### src/verilog/alu_tile_pkg.sv
package alu_tile_pkg;

  // --------------------
  // Widths
  // --------------------

  // Operand and result width
  localparam int XLEN = 32;

  // Commit ID width, covers a ROB of up to 16 entries
  localparam int CMT_ID_W = 4;

  localparam int TAG_W = 8;

  typedef logic [XLEN-1:0]     xlen_t;
  typedef logic [CMT_ID_W-1:0] cmt_id_t;
  typedef logic [TAG_W-1:0]    tag_t;

  // --------------------
  // Opcodes
  // --------------------

  // SLL shifts by src2[4:0], MUL keeps the low half of the product
  typedef enum logic [2:0] {
    OP_ADD = 3'd0,
    OP_SUB = 3'd1,
    OP_AND = 3'd2,
    OP_OR  = 3'd3,
    OP_XOR = 3'd4,
    OP_SLL = 3'd5,
    OP_MUL = 3'd6
  } alu_op_e;

  // --------------------
  // Bundles
  // --------------------

  // Instruction as it arrives from the dispatch source
  typedef struct packed {
    alu_op_e op;
    xlen_t   src1;
    xlen_t   src2;
    tag_t    tag;
  } disp_inst_t;

  // Allocator to lane
  typedef struct packed {
    disp_inst_t inst;
    cmt_id_t    cmt_id;
  } issue_t;

  // Lane to ROB
  typedef struct packed {
    logic    valid;
    cmt_id_t cmt_id;
    xlen_t   result;
  } done_rpt_t;

  // Commit port payload
  typedef struct packed {
    tag_t  tag;
    xlen_t result;
  } cmt_t;

endpackage

### src/verilog/alu_lane.sv
module alu_lane
  import alu_tile_pkg::*;
#(
  parameter int RS_DEPTH = 4
) (
  input  logic      i_clk,
  input  logic      i_rst,

  input  logic      i_issue_valid,
  input  issue_t    i_issue,

  output logic      o_credit_ret,
  output done_rpt_t o_done
);

  localparam int MUL_LAT   = 3;
  localparam int RS_W      = (RS_DEPTH > 1) ? $clog2(RS_DEPTH) : 1;
  localparam int RS_CNT_W  = $clog2(RS_DEPTH + 1);
  localparam int MUL_CNT_W = $clog2(MUL_LAT);

  // Reservation station
  issue_t              r_rs [RS_DEPTH];
  logic [RS_W-1:0]     r_rs_head;
  logic [RS_W-1:0]     r_rs_tail;
  logic [RS_CNT_W-1:0] r_rs_cnt;
  issue_t              w_head;
  logic                w_pop;
  logic                w_is_mul;

  // Execute stage
  xlen_t               w_alu_res;
  xlen_t               w_mul_prod;
  logic                r_mul_busy;
  logic [MUL_CNT_W-1:0] r_mul_cnt;
  cmt_id_t             r_mul_id;
  xlen_t               r_mul_res;
  logic                r_done_valid;
  cmt_id_t             r_done_id;
  xlen_t               r_done_res;

  // --------------------
  // Station
  // --------------------
  assign w_head   = r_rs[r_rs_head];
  assign w_is_mul = (w_head.inst.op == OP_MUL);

  // Oldest entry leaves once the multiplier is idle
  assign w_pop = (r_rs_cnt != '0) && !r_mul_busy;

  always_ff @(posedge i_clk) begin
    if (i_issue_valid) begin
      r_rs[r_rs_tail] <= i_issue;
    end
  end

  always_ff @(posedge i_clk) begin
    if (i_rst) begin
      r_rs_head <= '0;
      r_rs_tail <= '0;
      r_rs_cnt  <= '0;
    end else begin
      if (i_issue_valid) begin
        r_rs_tail <= (r_rs_tail == RS_W'(RS_DEPTH - 1)) ? '0 : r_rs_tail + 1'b1;
      end
      if (w_pop) begin
        r_rs_head <= (r_rs_head == RS_W'(RS_DEPTH - 1)) ? '0 : r_rs_head + 1'b1;
      end
      r_rs_cnt <= r_rs_cnt + RS_CNT_W'(i_issue_valid) - RS_CNT_W'(w_pop);
    end
  end

  // --------------------
  // Execute
  // --------------------
  assign w_mul_prod = w_head.inst.src1 * w_head.inst.src2;

  always_comb begin
    case (w_head.inst.op)
      OP_ADD:  w_alu_res = w_head.inst.src1 + w_head.inst.src2;
      OP_SUB:  w_alu_res = w_head.inst.src1 - w_head.inst.src2;
      OP_AND:  w_alu_res = w_head.inst.src1 & w_head.inst.src2;
      OP_OR:   w_alu_res = w_head.inst.src1 | w_head.inst.src2;
      OP_XOR:  w_alu_res = w_head.inst.src1 ^ w_head.inst.src2;
      OP_SLL:  w_alu_res = w_head.inst.src1 << w_head.inst.src2[4:0];
      default: w_alu_res = w_mul_prod;
    endcase
  end

  // Multiply holds the stage until the count runs out
  always_ff @(posedge i_clk) begin
    if (i_rst) begin
      r_mul_busy   <= 1'b0;
      r_mul_cnt    <= '0;
      r_done_valid <= 1'b0;
      o_credit_ret <= 1'b0;
    end else begin
      o_credit_ret <= w_pop;
      r_done_valid <= (w_pop && !w_is_mul) ||
                      (r_mul_busy && (r_mul_cnt == MUL_CNT_W'(1)));
      if (w_pop && w_is_mul) begin
        r_mul_busy <= 1'b1;
        r_mul_cnt  <= MUL_CNT_W'(MUL_LAT - 1);
      end else if (r_mul_busy) begin
        r_mul_cnt <= r_mul_cnt - 1'b1;
        if (r_mul_cnt == MUL_CNT_W'(1)) begin
          r_mul_busy <= 1'b0;
        end
      end
    end
  end

  always_ff @(posedge i_clk) begin
    if (w_pop && w_is_mul) begin
      r_mul_id  <= w_head.cmt_id;
      r_mul_res <= w_mul_prod;
    end
    if (r_mul_busy) begin
      r_done_id  <= r_mul_id;
      r_done_res <= r_mul_res;
    end else if (w_pop) begin
      r_done_id  <= w_head.cmt_id;
      r_done_res <= w_alu_res;
    end
  end

  assign o_done = '{valid: r_done_valid, cmt_id: r_done_id, result: r_done_res};

  // Allocator credits must keep the station from overflowing
  a_no_issue_when_full: assert property (@(posedge i_clk) disable iff (i_rst)
    i_issue_valid |-> (r_rs_cnt != RS_CNT_W'(RS_DEPTH)));

endmodule

### src/verilog/alu_tile.sv
module alu_tile
  import alu_tile_pkg::*;
#(
  parameter int LANE_NUM = 2,
  parameter int RS_DEPTH = 4,
  parameter int ROB_SIZE = 8
) (
  input  logic       i_clk,
  input  logic       i_rst,

  input  logic       i_disp_valid,
  input  disp_inst_t i_disp,
  output logic       o_disp_ready,

  output logic       o_cmt_valid,
  output cmt_t       o_cmt,
  input  logic       i_cmt_ready
);

  // --------------------
  // Internal wires
  // --------------------
  logic [LANE_NUM-1:0] w_issue_valid;
  issue_t              w_issue;
  logic [LANE_NUM-1:0] w_lane_credit_ret;
  logic                w_rob_credit_ret;
  logic                w_alloc_valid;
  cmt_id_t             w_alloc_id;
  tag_t                w_alloc_tag;
  done_rpt_t           w_done [LANE_NUM];

  disp_alloc #(
    .LANE_NUM (LANE_NUM),
    .RS_DEPTH (RS_DEPTH),
    .ROB_SIZE (ROB_SIZE)
  ) u_disp_alloc (
    .i_clk             (i_clk),
    .i_rst             (i_rst),
    .i_disp_valid      (i_disp_valid),
    .i_disp            (i_disp),
    .o_disp_ready      (o_disp_ready),
    .o_issue_valid     (w_issue_valid),
    .o_issue           (w_issue),
    .i_lane_credit_ret (w_lane_credit_ret),
    .i_rob_credit_ret  (w_rob_credit_ret),
    .o_alloc_valid     (w_alloc_valid),
    .o_alloc_id        (w_alloc_id),
    .o_alloc_tag       (w_alloc_tag)
  );

  // All lanes see the same issue payload, the valid bit picks one
  for (genvar l = 0; l < LANE_NUM; l++) begin : g_lane
    alu_lane #(
      .RS_DEPTH (RS_DEPTH)
    ) u_alu_lane (
      .i_clk         (i_clk),
      .i_rst         (i_rst),
      .i_issue_valid (w_issue_valid[l]),
      .i_issue       (w_issue),
      .o_credit_ret  (w_lane_credit_ret[l]),
      .o_done        (w_done[l])
    );
  end

  rob #(
    .LANE_NUM (LANE_NUM),
    .ROB_SIZE (ROB_SIZE)
  ) u_rob (
    .i_clk         (i_clk),
    .i_rst         (i_rst),
    .i_alloc_valid (w_alloc_valid),
    .i_alloc_id    (w_alloc_id),
    .i_alloc_tag   (w_alloc_tag),
    .i_done        (w_done),
    .o_credit_ret  (w_rob_credit_ret),
    .o_cmt_valid   (o_cmt_valid),
    .o_cmt         (o_cmt),
    .i_cmt_ready   (i_cmt_ready)
  );

endmodule

### src/verilog/disp_alloc.sv
module disp_alloc
  import alu_tile_pkg::*;
#(
  parameter int LANE_NUM = 2,
  parameter int RS_DEPTH = 4,
  parameter int ROB_SIZE = 8
) (
  input  logic                i_clk,
  input  logic                i_rst,

  // Dispatch from the source
  input  logic                i_disp_valid,
  input  disp_inst_t          i_disp,
  output logic                o_disp_ready,

  // Issue to the lanes
  output logic [LANE_NUM-1:0] o_issue_valid,
  output issue_t              o_issue,

  // Credit returns
  input  logic [LANE_NUM-1:0] i_lane_credit_ret,
  input  logic                i_rob_credit_ret,

  // Allocation notice to the ROB
  output logic                o_alloc_valid,
  output cmt_id_t             o_alloc_id,
  output tag_t                o_alloc_tag
);

  localparam int LANE_W    = (LANE_NUM > 1) ? $clog2(LANE_NUM) : 1;
  localparam int RS_CNT_W  = $clog2(RS_DEPTH + 1);
  localparam int ROB_CNT_W = $clog2(ROB_SIZE + 1);

  logic [LANE_NUM-1:0]  w_lane_has_credit;
  logic [LANE_NUM-1:0]  w_lane_sel;
  logic [ROB_CNT_W-1:0] r_rob_cnt;
  logic [LANE_W-1:0]    r_lane_ptr;
  cmt_id_t              r_next_id;
  logic                 w_accept;

  // Waits on the lane the pointer names, never skips ahead
  assign o_disp_ready = (r_rob_cnt != '0) && w_lane_has_credit[r_lane_ptr];
  assign w_accept     = i_disp_valid && o_disp_ready;
  assign w_lane_sel   = LANE_NUM'(1) << r_lane_ptr;

  // --------------------
  // Lane credits
  // --------------------
  for (genvar l = 0; l < LANE_NUM; l++) begin : g_lane_cnt
    logic [RS_CNT_W-1:0] r_cnt;
    logic                w_take;

    assign w_take               = w_accept && w_lane_sel[l];
    assign w_lane_has_credit[l] = (r_cnt != '0);

    always_ff @(posedge i_clk) begin
      if (i_rst) begin
        r_cnt <= RS_CNT_W'(RS_DEPTH);
      end else begin
        r_cnt <= r_cnt - RS_CNT_W'(w_take) + RS_CNT_W'(i_lane_credit_ret[l]);
      end
    end

    // A lane never returns more entries than it was given
    a_lane_cnt_max: assert property (@(posedge i_clk) disable iff (i_rst)
      r_cnt <= RS_CNT_W'(RS_DEPTH));
  end

  // --------------------
  // ROB credits
  // --------------------
  always_ff @(posedge i_clk) begin
    if (i_rst) begin
      r_rob_cnt <= ROB_CNT_W'(ROB_SIZE);
    end else begin
      r_rob_cnt <= r_rob_cnt - ROB_CNT_W'(w_accept) + ROB_CNT_W'(i_rob_credit_ret);
    end
  end

  // --------------------
  // Lane pointer, IDs
  // --------------------
  always_ff @(posedge i_clk) begin
    if (i_rst) begin
      r_lane_ptr    <= '0;
      r_next_id     <= '0;
      o_issue_valid <= '0;
      o_alloc_valid <= 1'b0;
    end else begin
      o_issue_valid <= w_accept ? w_lane_sel : '0;
      o_alloc_valid <= w_accept;
      if (w_accept) begin
        r_lane_ptr <= (r_lane_ptr == LANE_W'(LANE_NUM - 1)) ? '0 : r_lane_ptr + 1'b1;
        // Wraps at the ROB size
        r_next_id  <= (r_next_id == CMT_ID_W'(ROB_SIZE - 1)) ? '0 : r_next_id + 1'b1;
      end
    end
  end

  // Issue and allocation payload
  always_ff @(posedge i_clk) begin
    if (w_accept) begin
      o_issue.inst   <= i_disp;
      o_issue.cmt_id <= r_next_id;
      o_alloc_id     <= r_next_id;
      o_alloc_tag    <= i_disp.tag;
    end
  end

  a_rob_cnt_max: assert property (@(posedge i_clk) disable iff (i_rst)
    r_rob_cnt <= ROB_CNT_W'(ROB_SIZE));

  a_issue_onehot: assert property (@(posedge i_clk) disable iff (i_rst)
    $onehot0(o_issue_valid));

endmodule

### src/verilog/rob.sv
module rob
  import alu_tile_pkg::*;
#(
  parameter int LANE_NUM = 2,
  parameter int ROB_SIZE = 8
) (
  input  logic      i_clk,
  input  logic      i_rst,

  // Allocation from the dispatcher
  input  logic      i_alloc_valid,
  input  cmt_id_t   i_alloc_id,
  input  tag_t      i_alloc_tag,

  // Done reports, one per lane
  input  done_rpt_t i_done [LANE_NUM],

  output logic      o_credit_ret,

  // Commit port
  output logic      o_cmt_valid,
  output cmt_t      o_cmt,
  input  logic      i_cmt_ready
);

  localparam int ROB_W = (ROB_SIZE > 1) ? $clog2(ROB_SIZE) : 1;

  logic [ROB_SIZE-1:0] r_busy;
  logic [ROB_SIZE-1:0] r_cmpl;
  tag_t                r_tag [ROB_SIZE];
  xlen_t               r_res [ROB_SIZE];
  logic [ROB_W-1:0]    r_head;
  logic [ROB_W-1:0]    r_tail;
  logic [ROB_W-1:0]    w_alloc_idx;
  logic                w_out_free;
  logic                w_head_go;

  assign w_alloc_idx = i_alloc_id[ROB_W-1:0];

  // Output register is empty or drains this cycle
  assign w_out_free = !o_cmt_valid || i_cmt_ready;
  assign w_head_go  = r_busy[r_head] && r_cmpl[r_head] && w_out_free;

  // --------------------
  // Entry state
  // --------------------
  always_ff @(posedge i_clk) begin
    if (i_rst) begin
      r_busy       <= '0;
      r_cmpl       <= '0;
      r_head       <= '0;
      r_tail       <= '0;
      o_cmt_valid  <= 1'b0;
      o_credit_ret <= 1'b0;
    end else begin
      // Credit goes back only once the sink has taken the result
      o_credit_ret <= o_cmt_valid && i_cmt_ready;

      if (w_head_go) begin
        r_busy[r_head] <= 1'b0;
        r_cmpl[r_head] <= 1'b0;
        r_head         <= r_head + 1'b1;
        o_cmt_valid    <= 1'b1;
      end else if (i_cmt_ready) begin
        o_cmt_valid <= 1'b0;
      end

      for (int l = 0; l < LANE_NUM; l++) begin
        if (i_done[l].valid) begin
          r_cmpl[i_done[l].cmt_id[ROB_W-1:0]] <= 1'b1;
        end
      end

      if (i_alloc_valid) begin
        r_busy[w_alloc_idx] <= 1'b1;
        r_cmpl[w_alloc_idx] <= 1'b0;
        r_tail              <= r_tail + 1'b1;
      end
    end
  end

  // --------------------
  // Payload
  // --------------------
  always_ff @(posedge i_clk) begin
    if (i_alloc_valid) begin
      r_tag[w_alloc_idx] <= i_alloc_tag;
    end
    for (int l = 0; l < LANE_NUM; l++) begin
      if (i_done[l].valid) begin
        r_res[i_done[l].cmt_id[ROB_W-1:0]] <= i_done[l].result;
      end
    end
    if (w_head_go) begin
      o_cmt <= '{tag: r_tag[r_head], result: r_res[r_head]};
    end
  end

  // --------------------
  // Checks
  // --------------------
  for (genvar l = 0; l < LANE_NUM; l++) begin : g_done_chk
    a_done_target: assert property (@(posedge i_clk) disable iff (i_rst)
      i_done[l].valid |-> r_busy[i_done[l].cmt_id[ROB_W-1:0]] &&
                          !r_cmpl[i_done[l].cmt_id[ROB_W-1:0]]);
  end

  // IDs arrive in order and never land on a live entry
  a_alloc_in_order: assert property (@(posedge i_clk) disable iff (i_rst)
    i_alloc_valid |-> (w_alloc_idx == r_tail) && !r_busy[w_alloc_idx]);

  a_cmt_stable: assert property (@(posedge i_clk) disable iff (i_rst)
    o_cmt_valid && !i_cmt_ready |=> o_cmt_valid && $stable(o_cmt));

endmodule
### config.mk
export PLATFORM = sky130hd
export DESIGN_NAME = alu_tile
export DESIGN_NICKNAME = d
export VERILOG_FILES = /design/src/verilog/alu_tile_pkg.sv /design/src/verilog/alu_lane.sv /design/src/verilog/alu_tile.sv /design/src/verilog/disp_alloc.sv /design/src/verilog/rob.sv
export SDC_FILE = /design/constraint.sdc
export NUM_CORES = 2
export LEC_CHECK = 0
export ABC_AREA = 1
export BUFFER_PORTS_ARGS = -buffer_cell sky130_fd_sc_hd__buf_2
export CORE_AREA = 2 2 428 430
export CTS_CLUSTER_DIAMETER = 50
export CTS_CLUSTER_SIZE = 12
export DETAILED_ROUTE_END_ITERATION = 8
export DIE_AREA = 0 0 430 432
export MAX_ROUTING_LAYER = met4
export PLACE_DENSITY = 0.71
export SETUP_SLACK_MARGIN = 0.4
export SYNTH_ARGS = -nofsm -noshare
export SYNTH_HDL_FRONTEND = slang
export SYNTH_SLANG_ARGS = --single-unit
### constraint.sdc
create_clock -name i_clk -period 17.28 [get_ports i_clk]
set_clock_uncertainty 0.05 [all_clocks]
set_input_delay 3.456 -clock i_clk [delete_from_list [all_inputs] [get_ports i_clk]]
set_output_delay 3.456 -clock i_clk [all_outputs]
set_load 0.005 [all_outputs]
Yosys cells after proc, flatten, opt, wreduce, memory -nomap -nowiden --
Memory sizes are Yosys's and may differ from the RTL's. A register that Yosys moved wholly into a read port is not among the register bits. Index checks and enable logic that the tools add are counted.
Cells by class: add/subtract/negate cells 23, multipliers 2, divide/modulo/power cells 0, $lt $le $gt $ge 9, eq/ne operators 19, shift operators 3, muxes and demuxes 66, bitwise logic cells 15, reductions and logical operators 42
Operators by type and width (number):
- $pmux W32 S6 | 2
- $mux W32 | 4
- $mux W8 | 10
- $add A32 B32 Y32 | 2
- $and A32 B32 Y32 | 2
- $mul A32 B32 Y32 | 2
- $or A32 B32 Y32 | 2
- $shl A32 B5 Y32 | 2
- $sub A32 B32 Y32 | 2
- $xor A32 B32 Y32 | 2
- $mux W1 | 27
- $and A8 B8 Y8 | 3
- $mux W2 | 12
- $or A8 B8 Y8 | 3
- $logic_and A1 B1 Y1 | 19
- $eq A3 B3 Y1 const B | 6
- $lt A3 B4 Y1 const B | 4
- $not A8 Y8 | 2
- $add A3 B1 Y3 | 4
- $demux W1 S3 | 4
- $eq A3 B2 Y1 const B | 4
- $ge A3 B1 Y1 const B | 4
- $mux W3 | 4
- $reduce_bool A3 Y1 | 4
- other kinds (23) | 49
Storage, ports and cells: register bits 282, latch bits 0, bits in writable memories 952, bits in read-only memories 0, input bits 79, memories kept 4
Memories:
- g_lane[0].u_alu_lane.r_rs | depth 4, bits a word 79, rd ports 1, clocked after Yosys merged registers in 1, wr ports 1, RTL line alu_lane.sv:22 | issue_t r_rs [RS_DEPTH];
- g_lane[1].u_alu_lane.r_rs | depth 4, bits a word 79, rd ports 1, clocked after Yosys merged registers in 1, wr ports 1, RTL line alu_lane.sv:22
- u_rob.r_res | depth 8, bits a word 32, rd ports 1, clocked after Yosys merged registers in 1, wr ports 2, RTL line rob.sv:31 | xlen_t r_res [ROB_SIZE];
- u_rob.r_tag | depth 8, bits a word 8, rd ports 1, clocked after Yosys merged registers in 1, wr ports 1, RTL line rob.sv:30 | tag_t r_tag [ROB_SIZE];

Depth between registers and ports, before layout --
word-level depth 16, depth in mapped cells 41, mapped depth without buffers 37

By module --
From an unflattened synthesis, not the netlist that was laid out.
Unflattened totals: cells, all modules 10077, area total of the unflattened synthesis 92244.7 µm²
Modules (own cells, without submodules):
- alu_lane (g_lane[0].u_alu_lane) | times used 1, cells each 4133, area an instance 36089.6 µm²
- alu_lane (g_lane[1].u_alu_lane) | times used 1, cells each 4042, area an instance 35524.1 µm²
- rob | times used 1, cells each 1691, area an instance 17214.0 µm²
- disp_alloc | times used 1, cells each 211, area an instance 3417.0 µm²

Least setup slack after synthesis --
OpenSTA, ideal clock, no wires.
path kind reg-to-reg, start register (tool-made name), end register g_lane[0].u_alu_lane.r_done_res[30] (data pin), arrival 7.764 ns, data required time 16.977 ns, slack 9.212 ns, cell stages (with the launch flop) 35, path buffers 6, clock period less this slack 8.068 ns, path through dfxtp_1 buf_6 buf_6 buf_6 nand2_1 nand3_2 nand2_4 clkbuf_1 clkbuf_1 buf_1 nor2_1 fa_1 inv_1 fa_1 fa_1 fa_1 inv_1 fa_1 inv_1 fa_1 inv_1 fa_1 fa_1 ha_1 nand4_1 nor3_1 nand3_1 nand3_1 inv_1 o21ai_0 a21oi_1 xor2_1 or2_2 nand3_1 nand2_1
RTL lines:
- end signal: assignment | RTL line alu_lane.sv:119 | r_done_res <= r_mul_res;
- end signal: assignment | RTL line alu_lane.sv:122 | r_done_res <= w_alu_res;
- end: declaration | RTL line alu_lane.sv:39 | xlen_t r_done_res;

==> key figures <==
Synth
  – Post-synth ARST share: 0
  – Mapped Cells: between 9000 and 10000
  – Syn_nets: roughly 11000
  – FF+latch count, synth: roughly 1200
  – Adder-cell share of the synthesized area: 0.247
  – Post-synth EDFFs: 1138
  – Synth Area in Compound Gates: 0.0924
  – Syn avg cell area: approximately 9.3 um2
  – Mux contribution to synthesized area: 0.00289
  – Post-Synth Simple-Gate Area: 0.165
  – Yosys cell types: 65
  – Largest family of logic cells by synthesized area: adder cells
  – Register area share after synthesis: 0.394
  – Top_reg_cell synth: edfxtp_1
  – Post-Syn Area: ~0.09 mm2
  – Xor and xnor fraction of the mapped netlist area: 0.0164
  – Yosys warnings: 0

Timing
  – Setup TNS: 0 ns
  – Setup violations, final: 0
  – Slew Viols, Final: 0
  – Unrepaired setup endpoints after global routing: false
  – Period minus WS final: slightly above 10 ns
  – Final Hold Vio Count: 0
  – Fmax achieved: about 0.1 GHz
  – Worst slew pin tran: roughly 1.2 ns
  – Max-slew headroom: 0.173
  – Final worst-path cycle share: 0.592

Cells and area
  – Leading cell type in the layout, fill and taps excluded: nand2_1
  – Final nets: ~11000
  – Layout cells sized above 1: 0.0638
  – Area grow syn2layout: 7.43%
  – Most frequent cells in the layout: nand2_1, inv_1, edfxtp_1

Detailed routing
  – Via count: roughly 70000
  – Vias/cell: approximately 5.8
  – Drt pass-1 iters: 6
  – Drt first-iter violations: approximately 8400
  – # DRC: 0
  – Wire length per cell: approximately 25 um
  – Final ANT Viol Nets: 0
  – Total wire length: 306000 um

Placed design
  – Detail Placement HPWL: between 200000 and 250000 um
  – Routability cong.: roughly 1.0
  – PortBufs: between 100 and 150

Floorplanning
  – Rows: ~160
  – Core ar.: ~0.18 mm2
  – Die X: 430 um
  – Initial Utilization: 0.496
  – # IOs: ~120
  – DIE HEIGHT: about 430 um
  – Die area: between 0.15 and 0.2 mm2

Clock network
  – H-tree depth: 4
  – Clock Latency Late Sink: just under 0.8 ns
  – PostCTS Resize Cnt: 0
  – Hold Buf Count CTS: 0
  – CTS tree: yes
  – Setup Buffers After CTS: 0
  – Root Buffer: clkbuf_16
  – Clock tree buffer depth: 3
  – CTS Sinks: 1205
  – Clock transition at path regs: 0.06 ns
  – Number of CTS-inserted buffers: between 100 and 150

Worst setup path
  – WP data required: around 18 ns
  – Reg2reg end: g_lane[0].u_alu_lane.r_done_res[30]$_DFFE_PP_
  – Worst path max stage delay: approximately 1.0 ns
  – R2R depth: 31
  – Crit end category: flop
  – CP max-delay cell: inv_1
  – Most frequent CP cell: fa_1
  – CP Class: flop to flop
  – Worst setup SP type: flop
  – Crit path arrival time: 10.67 ns
  – Worst-path fanout max: 78
  – R2r setup slk: ~7.1 ns

Job
  – Max Cap Violations: 0

Global routing
  – Grt ovf: 0
  – Vias in the first global route: roughly 70000
  – Initial antenna violation count: 13
  – Pin count of the biggest net entering global routing: 79
  – Overall routing resource usage: 0.340
  – First-pass GRT wire length: 454000 um

Min path
  – Min-Delay Path Class: flop to flop
  – Hold path endpoint: u_disp_alloc.o_issue[2]$_DFFE_PP_
  – Worst Min Path Start: u_disp_alloc.r_next_id[2]$_SDFFE_PP0P_
  – Hold path depth: 0

Run status
  – Status: finished, final reports clean
## synthesized netlist by cell type (38+ instances only)
master       n  area [um2]
nand3_1    304        1520
nor3_1      63         315
nand2_1   2190        8220
a221oi_1    69         604
ha_1       467        5840
nor2_1    1027        3850
o21ai_1     38         190
dfxtp_1     67        1340
fa_1       823       16500
o221ai_1    55         482
clkbuf_1   246         923
inv_2       43         161
xor2_1     116        1020
buf_1       61         229
o21ai_0    771        3860
xnor2_1     53         464
a21oi_1    231        1160
inv_1     1328        4980
o211ai_1    77         578
buf_2      109         546
edfxtp_1  1138       34200
## worst max-delay path, delay by kind of cell (launching register included)
family | cells | cell delay (ns)
AOI/OAI and AO/OA | 3 | 0.64
xor gates and xnor gates | 1 | 0.18
adders and majority gates | 9 | 4.26
and+or+nand+nor | 10 | 2.00
DFF | 1 | 0.35
buffers and inverters | 8 | 2.41
## flip-flops by register name, summed over array words and instances, names as in the netlist, 6 cells and up, named ones only
register                       flops
g_lane.u_alu_lane.r_mul_id         6
u_rob.o_cmt                       40
g_lane.u_alu_lane.r_done_res      64
g_lane.u_alu_lane.r_mul_res       64
u_rob.r_res                      256
u_rob.r_tag                       64
g_lane.u_alu_lane.r_done_id        6
u_disp_alloc.o_issue              78
u_disp_alloc.g_lane_cnt.r_cnt      6
u_rob.r_busy                       8
g_lane.u_alu_lane.r_rs_cnt         6
u_rob.r_cmpl                       8
g_lane.u_alu_lane.r_rs           560
## final cells by class
cell class              instances  area, um2
diodes                         11       27.5
well taps                    2385       2980
multi-input cells            6634      47400
fillers                     16200      84800
clock inverters                36        468
repair buffers                265       1690
inverters                    1400       5270
clock buffers                 168       3480
flip-flops and latches       1205      35500
## cell families after synthesis
logic type	Yosys count
AND/OR/NAND/NOR	3724
buffers and inverters	1878
AO/OA/AOI/OAI	1425
adder cells (fa/ha/maj)	1290
flip-flops	1205
XOR/XNOR	169
multiplexers	26
## per-layer routing
layer / wire length (um) / up-vias / GRT usage / share of wire
met3: 29000 / 740 / 0.0610 / 0.095
met5: 0 / - / - / 0
met1: 124000 / 34800 / 0.456 / 0.41
li1: - / 31300 / - / -
met4: 16100 / 0 / 0.154 / 0.053
met2: 136000 / 3697 / 0.507 / 0.45
## worst max path at each step
stage | startpoint | to | slack, ns | cells after the start
6_report | flop | g_lane[0].u_alu_lane.r_done_res[30]$_DFFE_PP_ | 7.05 | 31
5_1_grt | flop | g_lane[0].u_alu_lane.r_done_res[30]$_DFFE_PP_ | 6.67 | 31
4_1_cts | flop | g_lane[0].u_alu_lane.r_done_res[30]$_DFFE_PP_ | 7.22 | 31
3_5_place_dp | flop | g_lane[0].u_alu_lane.r_done_res[30]$_DFFE_PP_ | 7.25 | 31
3_3_place_gp | flop | g_lane[0].u_alu_lane.r_done_res[30]$_DFFE_PP_ | 7.32 | 32
2_1_floorplan | flop | g_lane[0].u_alu_lane.r_done_res[30]$_DFFE_PP_ | 9.21 | 34
## per-stage QoR
step	utilization	std cells	hold slack (ns)	setup slack (ns)	area [um2]
2_1_floorplan	-	9717	0.387	9.21	90200
3_3_place_gp	0.511	11900	0.414	7.32	92900
3_5_place_dp	0.511	11900	0.425	7.25	92900
4_1_cts	0.533	12100	0.433	7.22	96900
5_1_grt	0.533	12100	0.464	6.67	96900
6_report	0.533	12100	0.442	7.05	96900
Power is left out: the tool's default activity adds up to more than one toggle a clock period on the data nets, which glitch-free logic cannot reach.
